--- config.mk ---
export PLATFORM = sky130hd
export DESIGN_NAME = gbpt_array_flat
export DESIGN_NICKNAME = d
export VERILOG_FILES = /design/src/bp_pkg.sv /design/src/gbpt_wr_if.sv /design/src/gbpt_array.sv /design/src/flat_wrapper.sv
export SDC_FILE = /design/constraint.sdc
export NUM_CORES = 2
export LEC_CHECK = 0
export BUFFER_PORTS_ARGS = -buffer_cell sky130_fd_sc_hd__buf_2
export CAP_MARGIN = 20
export CORE_UTILIZATION = 50
export DETAILED_ROUTE_END_ITERATION = 10
export PLACE_DENSITY = 0.64
export SYNTH_ARGS = -nofsm -noshare
export SYNTH_HDL_FRONTEND = slang
export SYNTH_SLANG_ARGS = --single-unit
--- constraint.sdc ---
create_clock -name CLK -period 5.2 [get_ports CLK]
set_input_delay 0.26 -clock CLK [delete_from_list [all_inputs] [get_ports CLK]]
set_output_delay 0.26 -clock CLK [all_outputs]
set_load 0.02 [all_outputs]
--- src/bp_pkg.sv ---
// ----------------------------------------------------------
// widths, typedefs and helper functions shared by the global
// branch prediction table; design modules pull them in with
// a wildcard import in the module header
// ----------------------------------------------------------

package bp_pkg;

    // fetch geometry
    localparam int FETCH_LANES     = 8;
    localparam int LOG_FETCH_LANES = 3;

    // table geometry
    localparam int GBPT_SETS     = 256;
    localparam int LOG_GBPT_SETS = 8;

    typedef logic [37:0]                   PC38_t;
    typedef logic [37-LOG_FETCH_LANES:0]   fetch_idx_t;
    typedef logic [LOG_FETCH_LANES-1:0]    fetch_lane_t;
    typedef logic [7:0]                    GH_t;
    typedef logic [7:0]                    ASID_t;
    typedef logic [LOG_GBPT_SETS-1:0]      GBPT_idx_t;

    // two-bit counter as {taken, strong}
    typedef logic [1:0] tbc_t;

    localparam tbc_t TBC_WN = 2'b00;
    localparam tbc_t TBC_SN = 2'b01;
    localparam tbc_t TBC_WT = 2'b10;
    localparam tbc_t TBC_ST = 2'b11;

    // one counter per lane, lane n in bits 2n+1:2n
    typedef logic [2*FETCH_LANES-1:0] GBPT_set_t;

    localparam int GBPT_BYTES = $bits(GBPT_set_t) / 8;

    typedef enum logic {CLEARING, RUNNING} ctrl_state_t;

    // lane bits of an instruction address
    function automatic fetch_lane_t pc_lane(PC38_t pc38);
        return pc38[LOG_FETCH_LANES-1:0];
    endfunction

    // fetch index folded by truncation, then history and asid mixed in
    function automatic GBPT_idx_t index_hash(PC38_t pc38, GH_t gh, ASID_t asid);
        GBPT_idx_t folded;
        folded = pc38[LOG_FETCH_LANES +: LOG_GBPT_SETS];
        return folded ^ gh ^ asid;
    endfunction

    // counter transition; weak-not-taken is the reset state for fast warmup
    function automatic tbc_t tbc_next(tbc_t cur, logic taken);
        tbc_t nxt;
        if (taken) begin
            nxt = (cur == TBC_SN) ? TBC_WN : TBC_ST;
        end else begin
            nxt = (cur == TBC_ST) ? TBC_WT : TBC_SN;
        end
        return nxt;
    endfunction

endpackage

--- src/gbpt_wr_if.sv ---
// ----------------------------------------------------------
// write request into the table array; the updater drives one
// into the control block, which drives the other into the array
// ----------------------------------------------------------

`timescale 1ns/1ns

interface gbpt_wr_if import bp_pkg::*; ();

    // nonzero byte enables mean a write this cycle
    logic [GBPT_BYTES-1:0] byten;
    GBPT_idx_t             index;
    GBPT_set_t             set;

    modport writer (
        output byten, index, set
    );

    modport array (
        input byten, index, set
    );

endinterface

--- src/gbpt_array.sv ---
// ----------------------------------------------------------
// table storage with two registered read ports and one
// byte-enabled write port; reads of a set written in the same
// cycle return the old contents
// ----------------------------------------------------------

`timescale 1ns/1ns

module gbpt_array #(
    parameter int DEPTH = 256,
    parameter int WIDTH = 16
) (
    input  logic                     CLK,
    input  logic                     nRST,

    // lookup port
    input  logic                     rd0_en,
    input  logic [$clog2(DEPTH)-1:0] rd0_index,
    output logic [WIDTH-1:0]         rd0_set,

    // update read port
    input  logic                     rd1_en,
    input  logic [$clog2(DEPTH)-1:0] rd1_index,
    output logic [WIDTH-1:0]         rd1_set,

    gbpt_wr_if.array                 arr_wr
);

    localparam int NBYTES = WIDTH / 8;

    logic [WIDTH-1:0] mem [DEPTH];

    // ------------------------------------------------------
    // write port

    always_ff @(posedge CLK) begin
        for (int b = 0; b < NBYTES; b++) begin
            if (arr_wr.byten[b]) begin
                mem[arr_wr.index][b*8 +: 8] <= arr_wr.set[b*8 +: 8];
            end
        end
    end

    // ------------------------------------------------------
    // read ports, data holds while the port is idle

    always_ff @(posedge CLK or negedge nRST) begin
        if (!nRST) begin
            rd0_set <= '0;
            rd1_set <= '0;
        end else begin
            if (rd0_en) begin
                rd0_set <= mem[rd0_index];
            end
            if (rd1_en) begin
                rd1_set <= mem[rd1_index];
            end
        end
    end

    a_wr_index_range : assert property (@(posedge CLK) disable iff (!nRST)
        (|arr_wr.byten) |-> (32'(arr_wr.index) < DEPTH))
        else $error("write index %0d beyond table depth", arr_wr.index);

endmodule

--- src/flat_wrapper.sv ---
// flat-port wrapper written by rule: the top's interface ports become plain ports
module gbpt_array_flat 
#(
    parameter int DEPTH = 256,
    parameter int WIDTH = 16
)
  (CLK, nRST, rd0_en, rd0_index, rd0_set, rd1_en, rd1_index, rd1_set, arr_wr_byten, arr_wr_index, arr_wr_set);
  gbpt_wr_if arr_wr_i ();
  input  logic CLK;
  input  logic nRST;
  input  logic rd0_en;
  input  logic [$clog2(DEPTH)-1:0] rd0_index;
  output logic [WIDTH-1:0] rd0_set;
  input  logic rd1_en;
  input  logic [$clog2(DEPTH)-1:0] rd1_index;
  output logic [WIDTH-1:0] rd1_set;
  input wire logic [$bits(arr_wr_i.byten)-1:0] arr_wr_byten;
  input wire logic [$bits(arr_wr_i.index)-1:0] arr_wr_index;
  input wire logic [$bits(arr_wr_i.set)-1:0] arr_wr_set;
  assign arr_wr_i.byten = arr_wr_byten;
  assign arr_wr_i.index = arr_wr_index;
  assign arr_wr_i.set = arr_wr_set;
  gbpt_array #(.DEPTH(DEPTH), .WIDTH(WIDTH)) u_core (.CLK(CLK), .nRST(nRST), .rd0_en(rd0_en), .rd0_index(rd0_index), .rd0_set(rd0_set), .rd1_en(rd1_en), .rd1_index(rd1_index), .rd1_set(rd1_set), .arr_wr(arr_wr_i));
endmodule
==> flow_summary.toml <==
[setup_path]
critPathMaxFanout = 59
cp.required_ns = 6.14
crit_arrival_ns = 4.64
reg2reg_slack_ns = 1.91
cp-end-kind = "flip-flop"
crit_path_start_kind = "input port"
crit_type = "in -> reg"

[global_routing]
grt_max_degree = 173
grt_first_pass_wirelength_mm = 963
track_usage_pct = 35.2
antenna_found_initial = 54
grt_pass1_vias = 121000
grt-ovfl-total = 0

[clocking]
cts_tree = "yes"
htreeDepth = 5
cts_max_path_buffers = 4
cts_setup_buffers = 0
cts_num_sinks = 4128
clock_latency_ns = 1.06
cts_resized = 0
numCtsBuffers = 431
path_clk_slew_ns = 0.06
clock-root-buffer = "clkbuf_16"

[placement]
port_buffers = 77
gp_congestion = 1.00
dpl.hpwl_mm = 464
postPlaceCellArea_mm2 = 0.202
place_inst = 16200

[die]
pin_count = 78
coreArea_mm2 = 0.389
die_x_um = 627
die_y_um = 627
rows = 229
die_area_mm2 = 0.393
initial_utilization_pct = 50.2

[synthesis]
synthesis.area_mm2 = 0.195
synth.distinct_cells = 80
syn_inst = 11200
ys.flop_type = "edfxtp_1"
seq_area_frac_synth_pct = 63.4
async_flop_share_pct = 0.775
ys_seq_elements = 4128
ys_warn_count = 0
syn_avg_cell_area_um2 = 17.4
synth_nets = 11300
synth_edf_count = 4096

[status]
failed_checks = "DRC, hold timing, capacitance limit"
outcome = "finished, violations left"

[route]
first_iter_violations = 19700
vias_per_cell = 7.27
drc = 24
wl_mm = 701
firstDrtPassIters = 11
via_count = 124000
ant_nets = 0
wire_per_inst_um = 41.2

[final_layout]
fin_cells = 17000
final.fill_count = 29800
drive_gt1_share_pct = 23.0
final_nets = 11500
fin_area_mm2 = 0.217
area_delta_synth_final_pct = 11.0

[timing]
timing.hold.ws_ns = -0.0520
tightest_slew_ns = 1.46
skew_ns = 0.0774
drv_slew = 0
rsz0062_at_grt = "false"
period_needed_ns = 3.71
hold_viol_final = 39
relSlewSlack_pct = 2.57
finalSetupTns_ns = 0
min_period_over_period_pct = 71.3
setup_viol_count_final = 0
fmax_ghz = 0.270

[power]
leakage_nw = 71.1
p_total_mw = 75.1
ir_worst_vdd_mv = 0.294
power_density_mw_per_mm2 = 347

[job]
drv_cap = 1

[min_path]
holdCritPathClass = "in -> reg"
cell type report:
type / count / area (µm²) / share of cell area (%)
Clock inverter: 279 / 3040 / 1.40
Inverter: 22 / 115 / 0.0531
Sequential cell: 4128 / 124000 / 57.2
Timing Repair Buffer: 720 / 6780 / 3.13
Clock buffer: 522 / 11300 / 5.23
Multi-Input combinational cell: 6135 / 65000 / 30.0
Antenna cell: 23 / 57.6 / 0.0266
Tap cell: 5197 / 6500 / 3.00
worst max-delay path: stages:
cell and delay, ns:
buf_12 0.43, buf_12 0.38, buf_12 0.29, mux4_2 0.27
nor2_1 0.05, a2111oi_0 0.58, buf_4 0.23, nor4_1 0.10
a2111oi_2 0.63, nand4_1 0.68, nand3_1 0.29
worst paths after layout:
kind,to,start,cells after the start
min reg2reg,u_core.rd0_set[8]$_DFFE_PN0P_,u_core.rd0_set[8]$_DFFE_PN0P_,1
max reg2reg,u_core.rd0_set[10]$_DFFE_PN0P_,u_core.mem[31][10]$_DFFE_PP_,6
min in group asynchronous,u_core.rd0_set[14]$_DFFE_PN0P_,nRST,4
min,u_core.mem[225][3]$_DFFE_PP_,arr_wr_set[3],1
max,u_core.rd0_set[14]$_DFFE_PN0P_,rd0_index[0],11
max in group asynchronous,u_core.rd1_set[6]$_DFFE_PN0P_,nRST,4
what timing repair did:
item,in CTS,in global routing
hold buffers,15,0
hold endpoints to repair,431,0
setup endpoints to repair,0,0
Yosys cell counts, types with 17 or more instances:
master	n	share of area, %
edfxtp_1	4096	63
mux2i_1	1576	8.1
mux4_2	1264	15
nor2_1	621	1.2
o22ai_1	498	1.6
nand2_1	428	0.82
clkbuf_1	304	0.58
o221ai_1	303	1.4
a21oi_1	273	0.70
buf_2	196	0.50
o21ai_0	195	0.50
buf_6	151	0.87
buf_4	138	0.53
a221oi_1	137	0.61
a211oi_1	116	0.45
a2111oi_0	112	0.50
nor3_1	103	0.26
nand3_1	76	0.19
buf_8	59	0.45
buf_1	48	0.092
mux4_1	44	0.59
a22oi_1	43	0.17
o21a_1	36	0.14
dfrtp_1	32	0.41
mux2_2	31	0.18
nand4_1	29	0.093
buf_12	28	0.29
a31oi_1	27	0.087
nor4_1	21	0.067
nor2b_1	17	0.054
metal layers:
| metal | share of wire [%] | GRT usage (%) |
|---|---|---|
| met5 | 0.045 | 0.247 |
| met4 | 7.3 | 21.7 |
| met3 | 13 | 8.96 |
| met2 | 44 | 52.2 |
| met1 | 36 | 46.9 |
power breakdown:
part,switching [mW],total (mW),internal (mW)
clock,13.4,31.8,18.4
sequential,0.217,36.9,36.7
combinational,4.31,6.43,2.11
registers in the layout (all words and copies together), names as in the netlist:
signal          cells
u_core.mem       4096
u_core.rd0_set     16
u_core.rd1_set     16
cells by family (layout without fill, tap and decap cells):
kind of cell / count (synthesis) / after routing / share of synthesized area, %
flip-flops: 4128 / 4128 / 63.4
multiplexers: 2925 / 2925 / 23.6
AO/OA/AOI/OAI: 1836 / 1836 / 6.59
AND/OR/NAND/NOR: 1374 / 1374 / 2.99
buffers and inverters: 956 / 1543 / 3.43
other: 0 / 23 / 0
cells in the final DEF (no fill, tap or decap), types with 16 or more instances in the layout:
cell type and count:
buf_2 54, a211oi_1 116, a2111oi_0 103, clkinv_1 99, o22ai_1 498, buf_12 93, bufinv_16 58, nor2_1 613
a31oi_1 27, nor3_1 102, o21a_1 36, nand4_1 29, nand2_1 417, a21oi_1 273, a22o_1 16, o21ai_0 195
clkbuf_1 77, clkbuf_16 437, mux2_2 31, clkbuf_8 24, diode_2 23, edfxtp_1 4096, buf_4 516, dfrtp_1 32
mux4_1 44, a221oi_1 137, clkinv_2 83, nor4_1 19, nand3_1 64, a22oi_1 43, mux2i_1 1576, mux4_2 1264
o221ai_1 303
stage by stage:
step                      hold WS, ns  setup slack [ns]  utilization [%]
after floorplan               -0.0356              2.82                -
after global placement          0.492            0.0857             51.9
after detailed placement        0.491             0.774             51.9
after CTS                     0.00711              1.73             55.7
after global routing          0.00449              1.59             55.7
final                         -0.0520              1.49             55.7
Note: power is estimated with default switching activity, not from simulation.
