==> config.mk <==
export PLATFORM = sky130hd
export DESIGN_NAME = gbpt_updater_flat
export DESIGN_NICKNAME = d
export VERILOG_FILES = /design/src/bp_pkg.sv /design/src/gbpt_wr_if.sv /design/src/gbpt_updater.sv /design/src/flat_wrapper.sv
export SDC_FILE = /design/constraint.sdc
export NUM_CORES = 1
export LEC_CHECK = 0
export BUFFER_PORTS_ARGS = -buffer_cell sky130_fd_sc_hd__buf_2
export CAP_MARGIN = 20
export CORE_MARGIN = 5
export CORE_UTILIZATION = 48
export CTS_BUF_LIST = sky130_fd_sc_hd__clkbuf_4 sky130_fd_sc_hd__clkbuf_8
export CTS_CLUSTER_SIZE = 25
export DETAILED_ROUTE_END_ITERATION = 10
export PLACE_DENSITY_LB_ADDON = 0.05
export SLEW_MARGIN = 20
export SYNTH_ARGS = -nofsm -noshare
export SYNTH_HDL_FRONTEND = slang
export SYNTH_SLANG_ARGS = --single-unit
==> constraint.sdc <==
create_clock -name CLK -period 3.2 [get_ports CLK]
set_input_delay 0.16 -clock CLK [delete_from_list [all_inputs] [get_ports CLK]]
set_output_delay 0.16 -clock CLK [all_outputs]
set_load 0.02 [all_outputs]
==> src/bp_pkg.sv <==
// ----------------------------------------------------------
// widths, typedefs and helper functions shared by the global
// branch prediction table; design modules pull them in with
// a wildcard import in the module header
// ----------------------------------------------------------

package bp_pkg;

    // fetch geometry
    localparam int FETCH_LANES     = 8;
    localparam int LOG_FETCH_LANES = 3;

    // table geometry
    localparam int GBPT_SETS     = 256;
    localparam int LOG_GBPT_SETS = 8;

    typedef logic [37:0]                   PC38_t;
    typedef logic [37-LOG_FETCH_LANES:0]   fetch_idx_t;
    typedef logic [LOG_FETCH_LANES-1:0]    fetch_lane_t;
    typedef logic [7:0]                    GH_t;
    typedef logic [7:0]                    ASID_t;
    typedef logic [LOG_GBPT_SETS-1:0]      GBPT_idx_t;

    // two-bit counter as {taken, strong}
    typedef logic [1:0] tbc_t;

    localparam tbc_t TBC_WN = 2'b00;
    localparam tbc_t TBC_SN = 2'b01;
    localparam tbc_t TBC_WT = 2'b10;
    localparam tbc_t TBC_ST = 2'b11;

    // one counter per lane, lane n in bits 2n+1:2n
    typedef logic [2*FETCH_LANES-1:0] GBPT_set_t;

    localparam int GBPT_BYTES = $bits(GBPT_set_t) / 8;

    typedef enum logic {CLEARING, RUNNING} ctrl_state_t;

    // lane bits of an instruction address
    function automatic fetch_lane_t pc_lane(PC38_t pc38);
        return pc38[LOG_FETCH_LANES-1:0];
    endfunction

    // fetch index folded by truncation, then history and asid mixed in
    function automatic GBPT_idx_t index_hash(PC38_t pc38, GH_t gh, ASID_t asid);
        GBPT_idx_t folded;
        folded = pc38[LOG_FETCH_LANES +: LOG_GBPT_SETS];
        return folded ^ gh ^ asid;
    endfunction

    // counter transition; weak-not-taken is the reset state for fast warmup
    function automatic tbc_t tbc_next(tbc_t cur, logic taken);
        tbc_t nxt;
        if (taken) begin
            nxt = (cur == TBC_SN) ? TBC_WN : TBC_ST;
        end else begin
            nxt = (cur == TBC_ST) ? TBC_WT : TBC_SN;
        end
        return nxt;
    endfunction

endpackage

==> src/gbpt_wr_if.sv <==
// ----------------------------------------------------------
// write request into the table array; the updater drives one
// into the control block, which drives the other into the array
// ----------------------------------------------------------

`timescale 1ns/1ns

interface gbpt_wr_if import bp_pkg::*; ();

    // nonzero byte enables mean a write this cycle
    logic [GBPT_BYTES-1:0] byten;
    GBPT_idx_t             index;
    GBPT_set_t             set;

    modport writer (
        output byten, index, set
    );

    modport array (
        input byten, index, set
    );

endinterface

==> src/gbpt_updater.sv <==
// ----------------------------------------------------------
// two-stage read-modify-write of one counter per update;
// read at the accepting edge, write one edge later, with the
// just-written set forwarded to a back-to-back update
// ----------------------------------------------------------

`timescale 1ns/1ns

module gbpt_updater import bp_pkg::*; (
    input  logic        CLK,
    input  logic        nRST,

    input  ASID_t       arch_asid,

    // gated update strobe and payload
    input  logic        upd_en,
    input  PC38_t       update_pc38,
    input  GH_t         update_gh,
    input  logic        update_taken,

    // array read port 1
    output logic        rd1_en,
    output GBPT_idx_t   rd1_index,
    input  GBPT_set_t   rd1_set,

    gbpt_wr_if.writer   upd_wr
);

    // write stage
    logic        wr_valid;
    fetch_lane_t wr_lane;
    logic        wr_taken;
    GBPT_idx_t   wr_index;

    // forwarding
    logic        wr_fwd;
    GBPT_set_t   fwd_set;

    GBPT_set_t   base_set;
    GBPT_set_t   new_set;

    // ------------------------------------------------------
    // read stage

    always_comb begin
        rd1_en    = upd_en;
        rd1_index = index_hash(update_pc38, update_gh, arch_asid);
    end

    always_ff @(posedge CLK or negedge nRST) begin
        if (!nRST) begin
            wr_valid <= 1'b0;
            wr_fwd   <= 1'b0;
        end else begin
            wr_valid <= upd_en;
            // array read misses the write landing on this same edge
            wr_fwd   <= upd_en && wr_valid && (rd1_index == wr_index);
        end
    end

    always_ff @(posedge CLK) begin
        if (upd_en) begin
            wr_lane  <= pc_lane(update_pc38);
            wr_taken <= update_taken;
            wr_index <= rd1_index;
        end
        // set going into the array this cycle
        fwd_set <= new_set;
    end

    // ------------------------------------------------------
    // write stage

    always_comb begin
        base_set = wr_fwd ? fwd_set : rd1_set;
        new_set  = base_set;
        // only the updated lane's counter moves
        new_set[2*wr_lane +: 2] = tbc_next(base_set[2*wr_lane +: 2], wr_taken);
    end

    always_comb begin
        upd_wr.byten = {GBPT_BYTES{wr_valid}};
        upd_wr.index = wr_index;
        upd_wr.set   = new_set;
    end

    a_byten_whole : assert property (@(posedge CLK) disable iff (!nRST)
        (&upd_wr.byten) || !(|upd_wr.byten))
        else $error("partial byte enable on update write");

endmodule

==> src/flat_wrapper.sv <==
// flat-port wrapper written by rule: the top's interface ports become plain ports
module gbpt_updater_flat import bp_pkg::*;
  (CLK, nRST, arch_asid, upd_en, update_pc38, update_gh, update_taken, rd1_en, rd1_index, rd1_set, upd_wr_byten, upd_wr_index, upd_wr_set);
  gbpt_wr_if upd_wr_i ();
  input  logic CLK;
  input  logic nRST;
  input  ASID_t arch_asid;
  input  logic upd_en;
  input  PC38_t update_pc38;
  input  GH_t update_gh;
  input  logic update_taken;
  output logic rd1_en;
  output GBPT_idx_t rd1_index;
  input  GBPT_set_t rd1_set;
  output wire logic [$bits(upd_wr_i.byten)-1:0] upd_wr_byten;
  output wire logic [$bits(upd_wr_i.index)-1:0] upd_wr_index;
  output wire logic [$bits(upd_wr_i.set)-1:0] upd_wr_set;
  assign upd_wr_byten = upd_wr_i.byten;
  assign upd_wr_index = upd_wr_i.index;
  assign upd_wr_set = upd_wr_i.set;
  gbpt_updater u_core (.CLK(CLK), .nRST(nRST), .arch_asid(arch_asid), .upd_en(upd_en), .update_pc38(update_pc38), .update_gh(update_gh), .update_taken(update_taken), .rd1_en(rd1_en), .rd1_index(rd1_index), .rd1_set(rd1_set), .upd_wr(upd_wr_i));
endmodule
==> summary.md <==
| Metric | Value |
|---|---|
| GPL Wtd Cong | `between 0.8 and 0.9` |
| Critical Path RT | `between 3000 and 4000 ps` |
| HP Start | `update_pc38[0]` |
| Synth cell count leaders | `xnor2_1, dfxtp_1, edfxtp_1` |
| Setup TNS Final | `0 ps` |
| Sequential element share of the synthesized area | `between 40 and 50%` |
| Layout cells sized above 1 | `between 40% and 50%` |
| Chip Width | `approximately 71 um` |
| Leak pwr | `1.03 nW` |
| Max Cap Viol | `0` |
| Die Span Y | `71.4 um` |
| FF-to-FF setup slack | `between 900 and 1000 ps` |
| Final Core Density | `~65%` |
| Clock Skews | `between 2 and 2.5 ps` |
| Initial antenna violation count | `0` |
| Syn Inst Count | `~160` |
| Starting Density | `about 50%` |
| Vias/cell | `between 5 and 6` |
| Relative max-transition margin | `about three fifths` |
| Largest net degree at the start of global routing | `27` |
| Final number of max-transition violations | `0` |
| EDFF count, synth | `12` |
| Clk pwr share | `roughly 26%` |
| DRC violations left | `0` |
| Root Driver | `clkbuf_8` |
| N_diodes | `0` |
| Arr. time, crit path | `2630 ps` |
| Vias in the first global route | `1610` |
| Worst-Margin Slew | `between 500 and 600 ps` |
| Peak supply drop | `roughly 0.33 mV` |
| Total gr overflow | `0` |
| TritonCTS clock tree | `yes` |
| Fill cell count | `roughly 300` |
| Logic pwr share | `~33%` |
| Sw Pwr | `between 0.0003 and 0.0004 W` |
| Max clock buf depth | `2` |
| Port bufs | `81` |
| RSZ-0062 raised after global routing | `no` |
| Area share of the leading cell type in the synthesized netlist | `~20%` |
| CTS H-Tree Depth | `2` |
| CTS Sinks | `30` |
| Synth Cell Area | `1810 um2` |
| IO Pins | `approximately 110` |
| Clock Latency Late Sink | `~280 ps` |
| Critical path capture point type | `output pin` |
| Final min period | `2790 ps` |
| FP Rows | `22` |
| Switch share | `between 30% and 40%` |
| Ranking of synthesized cells by area | `edfxtp_1, dfxtp_1, xnor2_1` |
| Core area | `3660 um2` |
| PD cells | `487 nW/um2` |
| Final #Nets | `about 320` |
| CTS Buf Count | `5` |
| Tot GR Track Use | `between 10% and 20%` |
| Top FF cell, synth | `dfxtp_1` |
| Yosys Warn Count | `0` |
| Count leader, synth | `xnor2_1` |
| Crit path launch type | `flip-flop` |
| FF+latch count, synth | `30` |
| Routed Antenna Nets | `0` |
| Final period util | `between 80% and 90%` |
| # resized after CTS | `0` |
| Sequential Power Share | `approximately two fifths` |
| Run status | `complete, no violations` |
| Reg2reg end | `u_core.fwd_set[4]` |
| Syn_area_per_cell | `about 12 um2` |
| Max Clock Freq | `between 0.3 and 0.4 GHz` |
| Mapped Nets | `around 230` |
| DIE AREA | `~5000 um2` |
| Post-synth ARST share | `between 6 and 7%` |
| Hold Path End | `u_core.wr_lane[0]` |
| Kind of critical path | `flip-flop to output pin` |
| First-pass GRT wire length | `6960 um` |
| Final hold violation count | `0` |
| DP HPWL | `approximately 3500 um` |
| Hold path depth | `1` |
| Crit path max fanout | `8` |
| Post-synth cell types | `33` |
| Hold_ws | `roughly 55 ps` |
| Routed len/inst | `around 15 um` |
| DR pass1 iterations | `4` |
| Reg2reg start | `u_core.wr_fwd` |
| Register-to-Register Path Depth | `5` |
| Via count | `between 1500 and 2000` |
| 1st-iter DRT viols | `37` |
| Top cell type by total area after synthesis | `edfxtp_1` |
| Final setup violation count | `0` |
| Routed WL | `~4300 um` |
| HP Class | `primary input to flip-flop` |
| Pint | `just under 0.0008 W` |
| Area grow syn2layout | `30.5%` |
| Clk slew on worst S/H paths | `around 60 ps` |
-- worst max-delay path: stages (launching register included) --
cell	delay (ps)
edfxtp_1	520
mux4_1	590
mux2i_1	340
nand2b_1	240
o211ai_2	200
a21oi_1	250
buf_2	200
-- worst max-delay path by stage --
stage,cells past startpoint,startpoint,end
detailed placement,6,u_core.wr_lane[0],upd_wr_set[15]
CTS,6,u_core.wr_lane[0],upd_wr_set[15]
global route,6,u_core.wr_lane[0],upd_wr_set[15]
finish,6,u_core.wr_lane[0],upd_wr_set[15]
global placement,6,u_core.wr_lane[0],upd_wr_set[10]
floorplan,9,u_core.wr_lane[0],upd_wr_set[8]
-- layer usage --
layer,part of all wire [%],wire [um],track usage (%),up-vias
met2,52,2260,31.1,55
met5,0,0,0,-
met4,1.6,70,6.89,0
met1,38,1660,19.0,732
met3,8.2,355,6.59,8
li1,-,-,-,754
-- power groups by stage --
stage	Sequential, W	Clock (W)	Combinational [W]
4_1_cts	0.000478	0.000304	0.000372
5_1_grt	0.000481	0.000331	0.000407
6_report	0.000476	0.000296	0.000379
2_1_floorplan	0.000490	0	0.000246
3_3_place_gp	0.000484	0	0.000359
3_5_place_dp	0.000486	0	0.000370
-- placed cells by master, fill, tap and decap left out, types with 2 or more instances in the layout --
master	count
nor3_1	5
nand4_1	2
clkbuf_8	5
o21ai_1	3
xnor2_1	24
dfxtp_1	16
a21oi_1	8
mux2i_1	7
nand2b_1	4
nand2_1	6
buf_2	81
ha_1	2
nor2b_1	10
inv_1	3
mux4_1	4
buf_4	8
nand3_1	4
dfrtp_1	2
mux2_2	5
edfxtp_1	12
a211oi_1	10
a21oi_2	3
mux4_2	4
nor2_1	7
-- registers in the layout (all words and copies together) (netlist names) --
signal,flops
u_core.fwd_set,16
u_core.upd_wr.index,8
u_core.wr_fwd,1
u_core.wr_lane,3
u_core.wr_taken,1
u_core.wr_valid,1
-- repair_timing --
item,CTS,global route
setup buffers,0,6
setup endpoints to repair,0,8
hold endpoints to repair,2,0
hold buffers,1,0
-- cell families (layout without fill, tap and decap cells) --
kind of cell | Yosys count | after routing | share of synthesized area (%)
compound gates | 27 | 27 | 10.5
flops | 30 | 30 | 40.3
mux | 21 | 21 | 19.0
fa+ha+maj | 2 | 2 | 1.38
xor+xnor | 26 | 26 | 13.4
simple gates | 39 | 39 | 11.0
buf+inv | 12 | 101 | 4.35
-- final cells by class --
class | count | area (um2) | area share (%)
Clock buffer | 6 | 76.3 | 3.23
Clock inverter | 2 | 8.76 | 0.370
Inverter | 3 | 11.3 | 0.476
Multi-Input combinational cell | 115 | 1000 | 42.4
Sequential cell | 30 | 731 | 30.9
Tap cell | 48 | 60.1 | 2.54
Timing Repair Buffer | 90 | 475 | 20.1
-- metrics by stage --
stage | instance area [um2] | setup slack (ps) | std cells | power, W
4_1_cts | 2320 | 145 | 288 | 0.00115
5_1_grt | 2360 | 227 | 294 | 0.00122
6_report | 2360 | 411 | 294 | 0.00115
3_3_place_gp | 2220 | 606 | 279 | 0.000843
2_1_floorplan | 1810 | 960 | 157 | 0.000736
3_5_place_dp | 2220 | 468 | 279 | 0.000856
No activity file was read; power rests on OpenSTA's default activity.
