==> src/bp_pkg.sv <==
// ----------------------------------------------------------
// widths, typedefs and helper functions shared by the global
// branch prediction table; design modules pull them in with
// a wildcard import in the module header
// ----------------------------------------------------------

package bp_pkg;

    // fetch geometry
    localparam int FETCH_LANES     = 8;
    localparam int LOG_FETCH_LANES = 3;

    // table geometry
    localparam int GBPT_SETS     = 256;
    localparam int LOG_GBPT_SETS = 8;

    typedef logic [37:0]                   PC38_t;
    typedef logic [37-LOG_FETCH_LANES:0]   fetch_idx_t;
    typedef logic [LOG_FETCH_LANES-1:0]    fetch_lane_t;
    typedef logic [7:0]                    GH_t;
    typedef logic [7:0]                    ASID_t;
    typedef logic [LOG_GBPT_SETS-1:0]      GBPT_idx_t;

    // two-bit counter as {taken, strong}
    typedef logic [1:0] tbc_t;

    localparam tbc_t TBC_WN = 2'b00;
    localparam tbc_t TBC_SN = 2'b01;
    localparam tbc_t TBC_WT = 2'b10;
    localparam tbc_t TBC_ST = 2'b11;

    // one counter per lane, lane n in bits 2n+1:2n
    typedef logic [2*FETCH_LANES-1:0] GBPT_set_t;

    localparam int GBPT_BYTES = $bits(GBPT_set_t) / 8;

    typedef enum logic {CLEARING, RUNNING} ctrl_state_t;

    // lane bits of an instruction address
    function automatic fetch_lane_t pc_lane(PC38_t pc38);
        return pc38[LOG_FETCH_LANES-1:0];
    endfunction

    // fetch index folded by truncation, then history and asid mixed in
    function automatic GBPT_idx_t index_hash(PC38_t pc38, GH_t gh, ASID_t asid);
        GBPT_idx_t folded;
        folded = pc38[LOG_FETCH_LANES +: LOG_GBPT_SETS];
        return folded ^ gh ^ asid;
    endfunction

    // counter transition; weak-not-taken is the reset state for fast warmup
    function automatic tbc_t tbc_next(tbc_t cur, logic taken);
        tbc_t nxt;
        if (taken) begin
            nxt = (cur == TBC_SN) ? TBC_WN : TBC_ST;
        end else begin
            nxt = (cur == TBC_ST) ? TBC_WT : TBC_SN;
        end
        return nxt;
    endfunction

endpackage

==> src/gbpt_wr_if.sv <==
// ----------------------------------------------------------
// write request into the table array; the updater drives one
// into the control block, which drives the other into the array
// ----------------------------------------------------------

`timescale 1ns/1ns

interface gbpt_wr_if import bp_pkg::*; ();

    // nonzero byte enables mean a write this cycle
    logic [GBPT_BYTES-1:0] byten;
    GBPT_idx_t             index;
    GBPT_set_t             set;

    modport writer (
        output byten, index, set
    );

    modport array (
        input byten, index, set
    );

endinterface

==> src/gbpt_ctrl.sv <==
// ----------------------------------------------------------
// control for the prediction table: clear sweep after reset,
// gating of lookups and updates, write port arbitration and
// the lookup path with its per-lane decode
// ----------------------------------------------------------

`timescale 1ns/1ns

module gbpt_ctrl import bp_pkg::*; (
    input  logic                   CLK,
    input  logic                   nRST,

    input  ASID_t                  arch_asid,

    // lookup request and response
    input  logic                   read_req_valid,
    input  fetch_idx_t             read_req_fetch_index,
    input  GH_t                    read_req_gh,
    output logic [FETCH_LANES-1:0] read_resp_taken_by_lane,

    // update strobe, gated towards the updater
    input  logic                   update_valid,
    output logic                   upd_en,

    output logic                   busy,

    // array read port 0
    output logic                   rd0_en,
    output GBPT_idx_t              rd0_index,
    input  GBPT_set_t              rd0_set,

    gbpt_wr_if.array               upd_wr,
    gbpt_wr_if.writer              arr_wr
);

    ctrl_state_t state;
    GBPT_idx_t   sweep_idx;
    logic        rd_issued;

    // ------------------------------------------------------
    // clear sweep, one set per cycle from 0 up

    always_ff @(posedge CLK or negedge nRST) begin
        if (!nRST) begin
            state     <= CLEARING;
            sweep_idx <= '0;
        end else begin
            case (state)
                CLEARING: begin
                    sweep_idx <= sweep_idx + GBPT_idx_t'(1);
                    if (sweep_idx == GBPT_idx_t'(GBPT_SETS - 1)) begin
                        state <= RUNNING;
                    end
                end
                default: begin
                    state <= RUNNING;
                end
            endcase
        end
    end

    assign busy   = (state == CLEARING);
    assign upd_en = update_valid && (state == RUNNING);

    // sweep owns the write port while clearing
    always_comb begin
        if (state == CLEARING) begin
            arr_wr.byten = '1;
            arr_wr.index = sweep_idx;
            arr_wr.set   = {FETCH_LANES{TBC_WN}};
        end else begin
            arr_wr.byten = upd_wr.byten;
            arr_wr.index = upd_wr.index;
            arr_wr.set   = upd_wr.set;
        end
    end

    // ------------------------------------------------------
    // lookup path

    assign rd0_en    = read_req_valid && (state == RUNNING);
    assign rd0_index = index_hash({read_req_fetch_index, {LOG_FETCH_LANES{1'b0}}},
                                  read_req_gh, arch_asid);

    always_ff @(posedge CLK or negedge nRST) begin
        if (!nRST) begin
            rd_issued <= 1'b0;
        end else begin
            rd_issued <= rd0_en;
        end
    end

    // taken bit is the msb of each counter
    always_comb begin
        for (int lane = 0; lane < FETCH_LANES; lane++) begin
            read_resp_taken_by_lane[lane] = rd_issued && rd0_set[2*lane+1];
        end
    end

    a_no_upd_while_clearing : assert property (@(posedge CLK) disable iff (!nRST)
        (state == CLEARING) |-> !(|upd_wr.byten))
        else $error("updater write during clear sweep");

endmodule

==> src/flat_wrapper.sv <==
// flat-port wrapper written by rule: the top's interface ports become plain ports
module gbpt_ctrl_flat import bp_pkg::*;
  (CLK, nRST, arch_asid, read_req_valid, read_req_fetch_index, read_req_gh, read_resp_taken_by_lane, update_valid, upd_en, busy, rd0_en, rd0_index, rd0_set, upd_wr_byten, upd_wr_index, upd_wr_set, arr_wr_byten, arr_wr_index, arr_wr_set);
  gbpt_wr_if upd_wr_i ();
  gbpt_wr_if arr_wr_i ();
  input  logic CLK;
  input  logic nRST;
  input  ASID_t arch_asid;
  input  logic read_req_valid;
  input  fetch_idx_t read_req_fetch_index;
  input  GH_t read_req_gh;
  output logic [FETCH_LANES-1:0] read_resp_taken_by_lane;
  input  logic update_valid;
  output logic upd_en;
  output logic busy;
  output logic rd0_en;
  output GBPT_idx_t rd0_index;
  input  GBPT_set_t rd0_set;
  input wire logic [$bits(upd_wr_i.byten)-1:0] upd_wr_byten;
  input wire logic [$bits(upd_wr_i.index)-1:0] upd_wr_index;
  input wire logic [$bits(upd_wr_i.set)-1:0] upd_wr_set;
  output wire logic [$bits(arr_wr_i.byten)-1:0] arr_wr_byten;
  output wire logic [$bits(arr_wr_i.index)-1:0] arr_wr_index;
  output wire logic [$bits(arr_wr_i.set)-1:0] arr_wr_set;
  assign upd_wr_i.byten = upd_wr_byten;
  assign upd_wr_i.index = upd_wr_index;
  assign upd_wr_i.set = upd_wr_set;
  assign arr_wr_byten = arr_wr_i.byten;
  assign arr_wr_index = arr_wr_i.index;
  assign arr_wr_set = arr_wr_i.set;
  gbpt_ctrl u_core (.CLK(CLK), .nRST(nRST), .arch_asid(arch_asid), .read_req_valid(read_req_valid), .read_req_fetch_index(read_req_fetch_index), .read_req_gh(read_req_gh), .read_resp_taken_by_lane(read_resp_taken_by_lane), .update_valid(update_valid), .upd_en(upd_en), .busy(busy), .rd0_en(rd0_en), .rd0_index(rd0_index), .rd0_set(rd0_set), .upd_wr(upd_wr_i), .arr_wr(arr_wr_i));
endmodule
==> config.mk <==
export PLATFORM = sky130hd
export DESIGN_NAME = gbpt_ctrl_flat
export DESIGN_NICKNAME = d
export VERILOG_FILES = /design/src/bp_pkg.sv /design/src/gbpt_wr_if.sv /design/src/gbpt_ctrl.sv /design/src/flat_wrapper.sv
export SDC_FILE = /design/constraint.sdc
export NUM_CORES = 1
export LEC_CHECK = 0
export BUFFER_PORTS_ARGS = -buffer_cell sky130_fd_sc_hd__buf_4
export CORE_MARGIN = 3
export CORE_UTILIZATION = 27
export DETAILED_ROUTE_END_ITERATION = 8
export HOLD_SLACK_MARGIN = 0.02
export PLACE_DENSITY_LB_ADDON = 0.12
export SYNTH_ARGS = -nofsm -noshare
export SYNTH_HDL_FRONTEND = slang
export SYNTH_SLANG_ARGS = --single-unit
export TNS_END_PERCENT = 100
==> constraint.sdc <==
create_clock -name CLK -period 1.35 [get_ports CLK]
set_input_delay 0.27 -clock CLK [delete_from_list [all_inputs] [get_ports CLK]]
set_output_delay 0.27 -clock CLK [all_outputs]
set_load 0.01 [all_outputs]
==> results.py <==
metrics = {
    "global_route": {
        "antenna_found_initial": 0,
        "grt_pass1_wl_mm": 3.953,
        "grt.overflow.total": 0,
        "grt_pass1_vias": 1023,
        "grt_max_degree": 11,
        "track_usage_pct": 13.59,
    },
    "sta": {
        "clock_skew_ps": 4.568,
        "fin_ws_ps": -191.9,
        "maxSlewViolCount": 0,
        "finalSetupViolCount": 30,
        "hold_ws_ps": 247.5,
        "min_period_ps": 1542,
        "hold_viol": 0,
        "max_freq_mhz": 648.6,
        "tightest_slew_ps": 222.4,
        "final.setup.tns_ps": -4149,
        "rsz0062_at_grt": "true",
        "finalCritPeriodShare_pct": 114.2,
        "max-slew-margin-rel_pct": 85.14,
    },
    "clock_tree": {
        "clockBufferDepth": 2,
        "h-tree-depth": 1,
        "clock_latency_ps": 260,
        "cts_buffers": 3,
        "path_clk_slew_ps": 70,
        "cts_root_buf": "clkbuf_4",
        "clock_sinks": 10,
        "cts_tree": "done",
    },
    "setup_path": {
        "end_kind": "primary output",
        "path_buf_inv": 2,
        "crit_fanout": 8,
        "cp.arrival_ps": 1270,
        "required_ps": 1080,
        "crit_chain": "buf_12 > mux2_4 > buf_6",
        "critPathKind": "reg2out",
        "crit_family": "flip-flops",
        "cpPeakStageDelay_ps": 440,
        "cp-start-kind": "flip-flop",
        "cp_slowest_cell": "dfrtp_2",
    },
    "detailed_routing": {
        "routed_wirelength_mm": 2.827,
        "drt_iter0_drc": 1,
        "viasPerCell": 4.498,
        "ant_nets": 0,
        "vias": 1057,
        "wl_per_cell_um": 12.03,
        "first_pass_iters": 4,
        "drc": 0,
    },
    "die": {
        "io_pins": 142,
        "die_w_um": 61.47,
        "dieArea_um2": 3779,
        "row_count": 19,
        "start_util_pct": 29.12,
        "die_h_um": 61.47,
        "core_um2": 2853,
    },
    "pwr": {
        "switching_share_pct": 22.97,
        "power_frac_comb_pct": 32.9,
        "power_density_nw_per_um2": 425.5,
        "power_switching_mw": 0.1962,
        "power_frac_clock_pct": 32.1,
        "leakagePower_nw": 1.006,
        "worst_ir_drop_vdd_uv": 287.2,
        "p_int_mw": 0.6582,
        "p_seq_share_pct": 35.0,
    },
    "logic_synthesis": {
        "synth_area_um2": 830.8,
        "synth_area_per_cell_um2": 9.660,
        "ys_seq_elements": 10,
        "yosys_warnings": 0,
        "synth_fp_nets": 184,
        "synth.distinct_cells": 19,
        "synth_seq_area_share_pct": 30.12,
        "synthCells": 86,
    },
    "cells_and_area": {
        "nets": 303,
        "mostFrequentLayoutCells": "buf_4, buf_6, xnor2_1, and2_4, and2_1",
        "fill_cells": 214,
        "fin_cells": 235,
        "area.growth.synth_to_final_pct": 141.7,
        "drive_gt1_share_pct": 74.02,
        "mostFrequentLayoutCell": "buf_4",
        "n_antenna_cell": 0,
    },
    "placed_design": {
        "hpwl_mm": 2.180,
        "gp_congestion": 0.6953,
        "place_ws_ps": 44.51,
        "portBuffers": 106,
        "placed_cells": 223,
    },
    "status": {
        "status": "complete, but fails checks",
        "violations": "negative setup slack",
    },
    "min_path": {
        "hold_path_class": "in2reg",
    },
    "job": {
        "drv_cap": 0,
    },
}
## worst paths after layout
check                                 endpoint  cells after the start  slack [ps]                 from
min in group asynchronous  u_core.sweep_idx[3]                      2         360                 nRST
min                           u_core.rd_issued                      2         250       read_req_valid
max                            arr_wr_index[0]                      3        -190         u_core.state
max reg2reg                u_core.sweep_idx[7]                      5         -50         u_core.state
min reg2reg                u_core.sweep_idx[7]                      1         500  u_core.sweep_idx[7]
max in group asynchronous         u_core.state                      2         820                 nRST
## power by group through the flow
stage | Sequential [mW] | Combinational [mW] | Clock, mW
after floorplan | 0.305 | 0.0781 | 0
after global placement | 0.305 | 0.272 | 0
after detailed placement | 0.305 | 0.278 | 0
after CTS | 0.299 | 0.283 | 0.280
after global routing | 0.299 | 0.304 | 0.304
final | 0.299 | 0.281 | 0.274
## cell families (layout without fill, tap and decap cells)
group,Yosys count,after routing,share of synthesized area [%]
buffers and inverters,4,122,1.957
AO/OA/AOI/OAI,1,1,0.9040
XOR/XNOR,23,23,24.25
flip-flops,10,10,30.12
multiplexers,9,9,12.20
AND/OR/NAND/NOR,38,38,29.07
adder cells (fa/ha/maj),1,1,1.506
## what timing repair did
action / 4_1_cts / 5_1_grt
setup buffers: 5 / 0
endpoints found under the hold margin: 10 / 0
hold buffers: 1 / 0
endpoints found under the setup margin: 27 / 31
gates resized for setup: 51 / 6
cloned: 2 / 0
## synthesized netlist by cell type, drive strengths merged
cell    instances  area [um^2]
clkbuf          2        7.510
nand2b          2        12.51
nor2            1        3.750
nand3           1        5.000
nor3            1        10.01
xnor2          20        175.2
mux2            9        101.4
ha              1        12.51
and2           26        162.7
o31ai           1        7.510
dfrtp          10        250.2
nand4b          1        8.760
buf             1        5.000
nand4           1        6.260
inv             1        3.750
xor2            3        26.28
nor4b           1        15.01
nand2           4        17.52
## registers in the layout, summed over array words and instances, names as in the netlist
name	flops
u_core.rd_issued	1
u_core.state	1
u_core.sweep_idx	8
## per-stage QoR
step           util, %  cell area (um^2)  total power, mW
2_1_floorplan        -             830.8           0.3834
3_3_place_gp     59.17              1688           0.5771
3_5_place_dp     59.17              1688           0.5835
4_1_cts          69.52              1983           0.8625
5_1_grt          70.39              2008           0.9067
6_report         70.39              2008           0.8544
## final cells by class
type	count	area [um^2]	area share [%]
timing repair buffer	117	1035	51.53
sequential	10	251.5	12.52
tap	31	38.79	1.931
inverter	1	16.27	0.8100
clock buffer	4	36.28	1.807
multi-input combinational	72	630.6	31.40
## layer usage
layer	track usage, %	wire length, um	vias to the layer above
li1	-	-	515
met4	1.818	0	0
met1	15.13	1001	469
met5	0	0	-
met3	3.774	397	0
met2	26.13	1428	73
No activity file was read; power rests on OpenSTA's default activity.
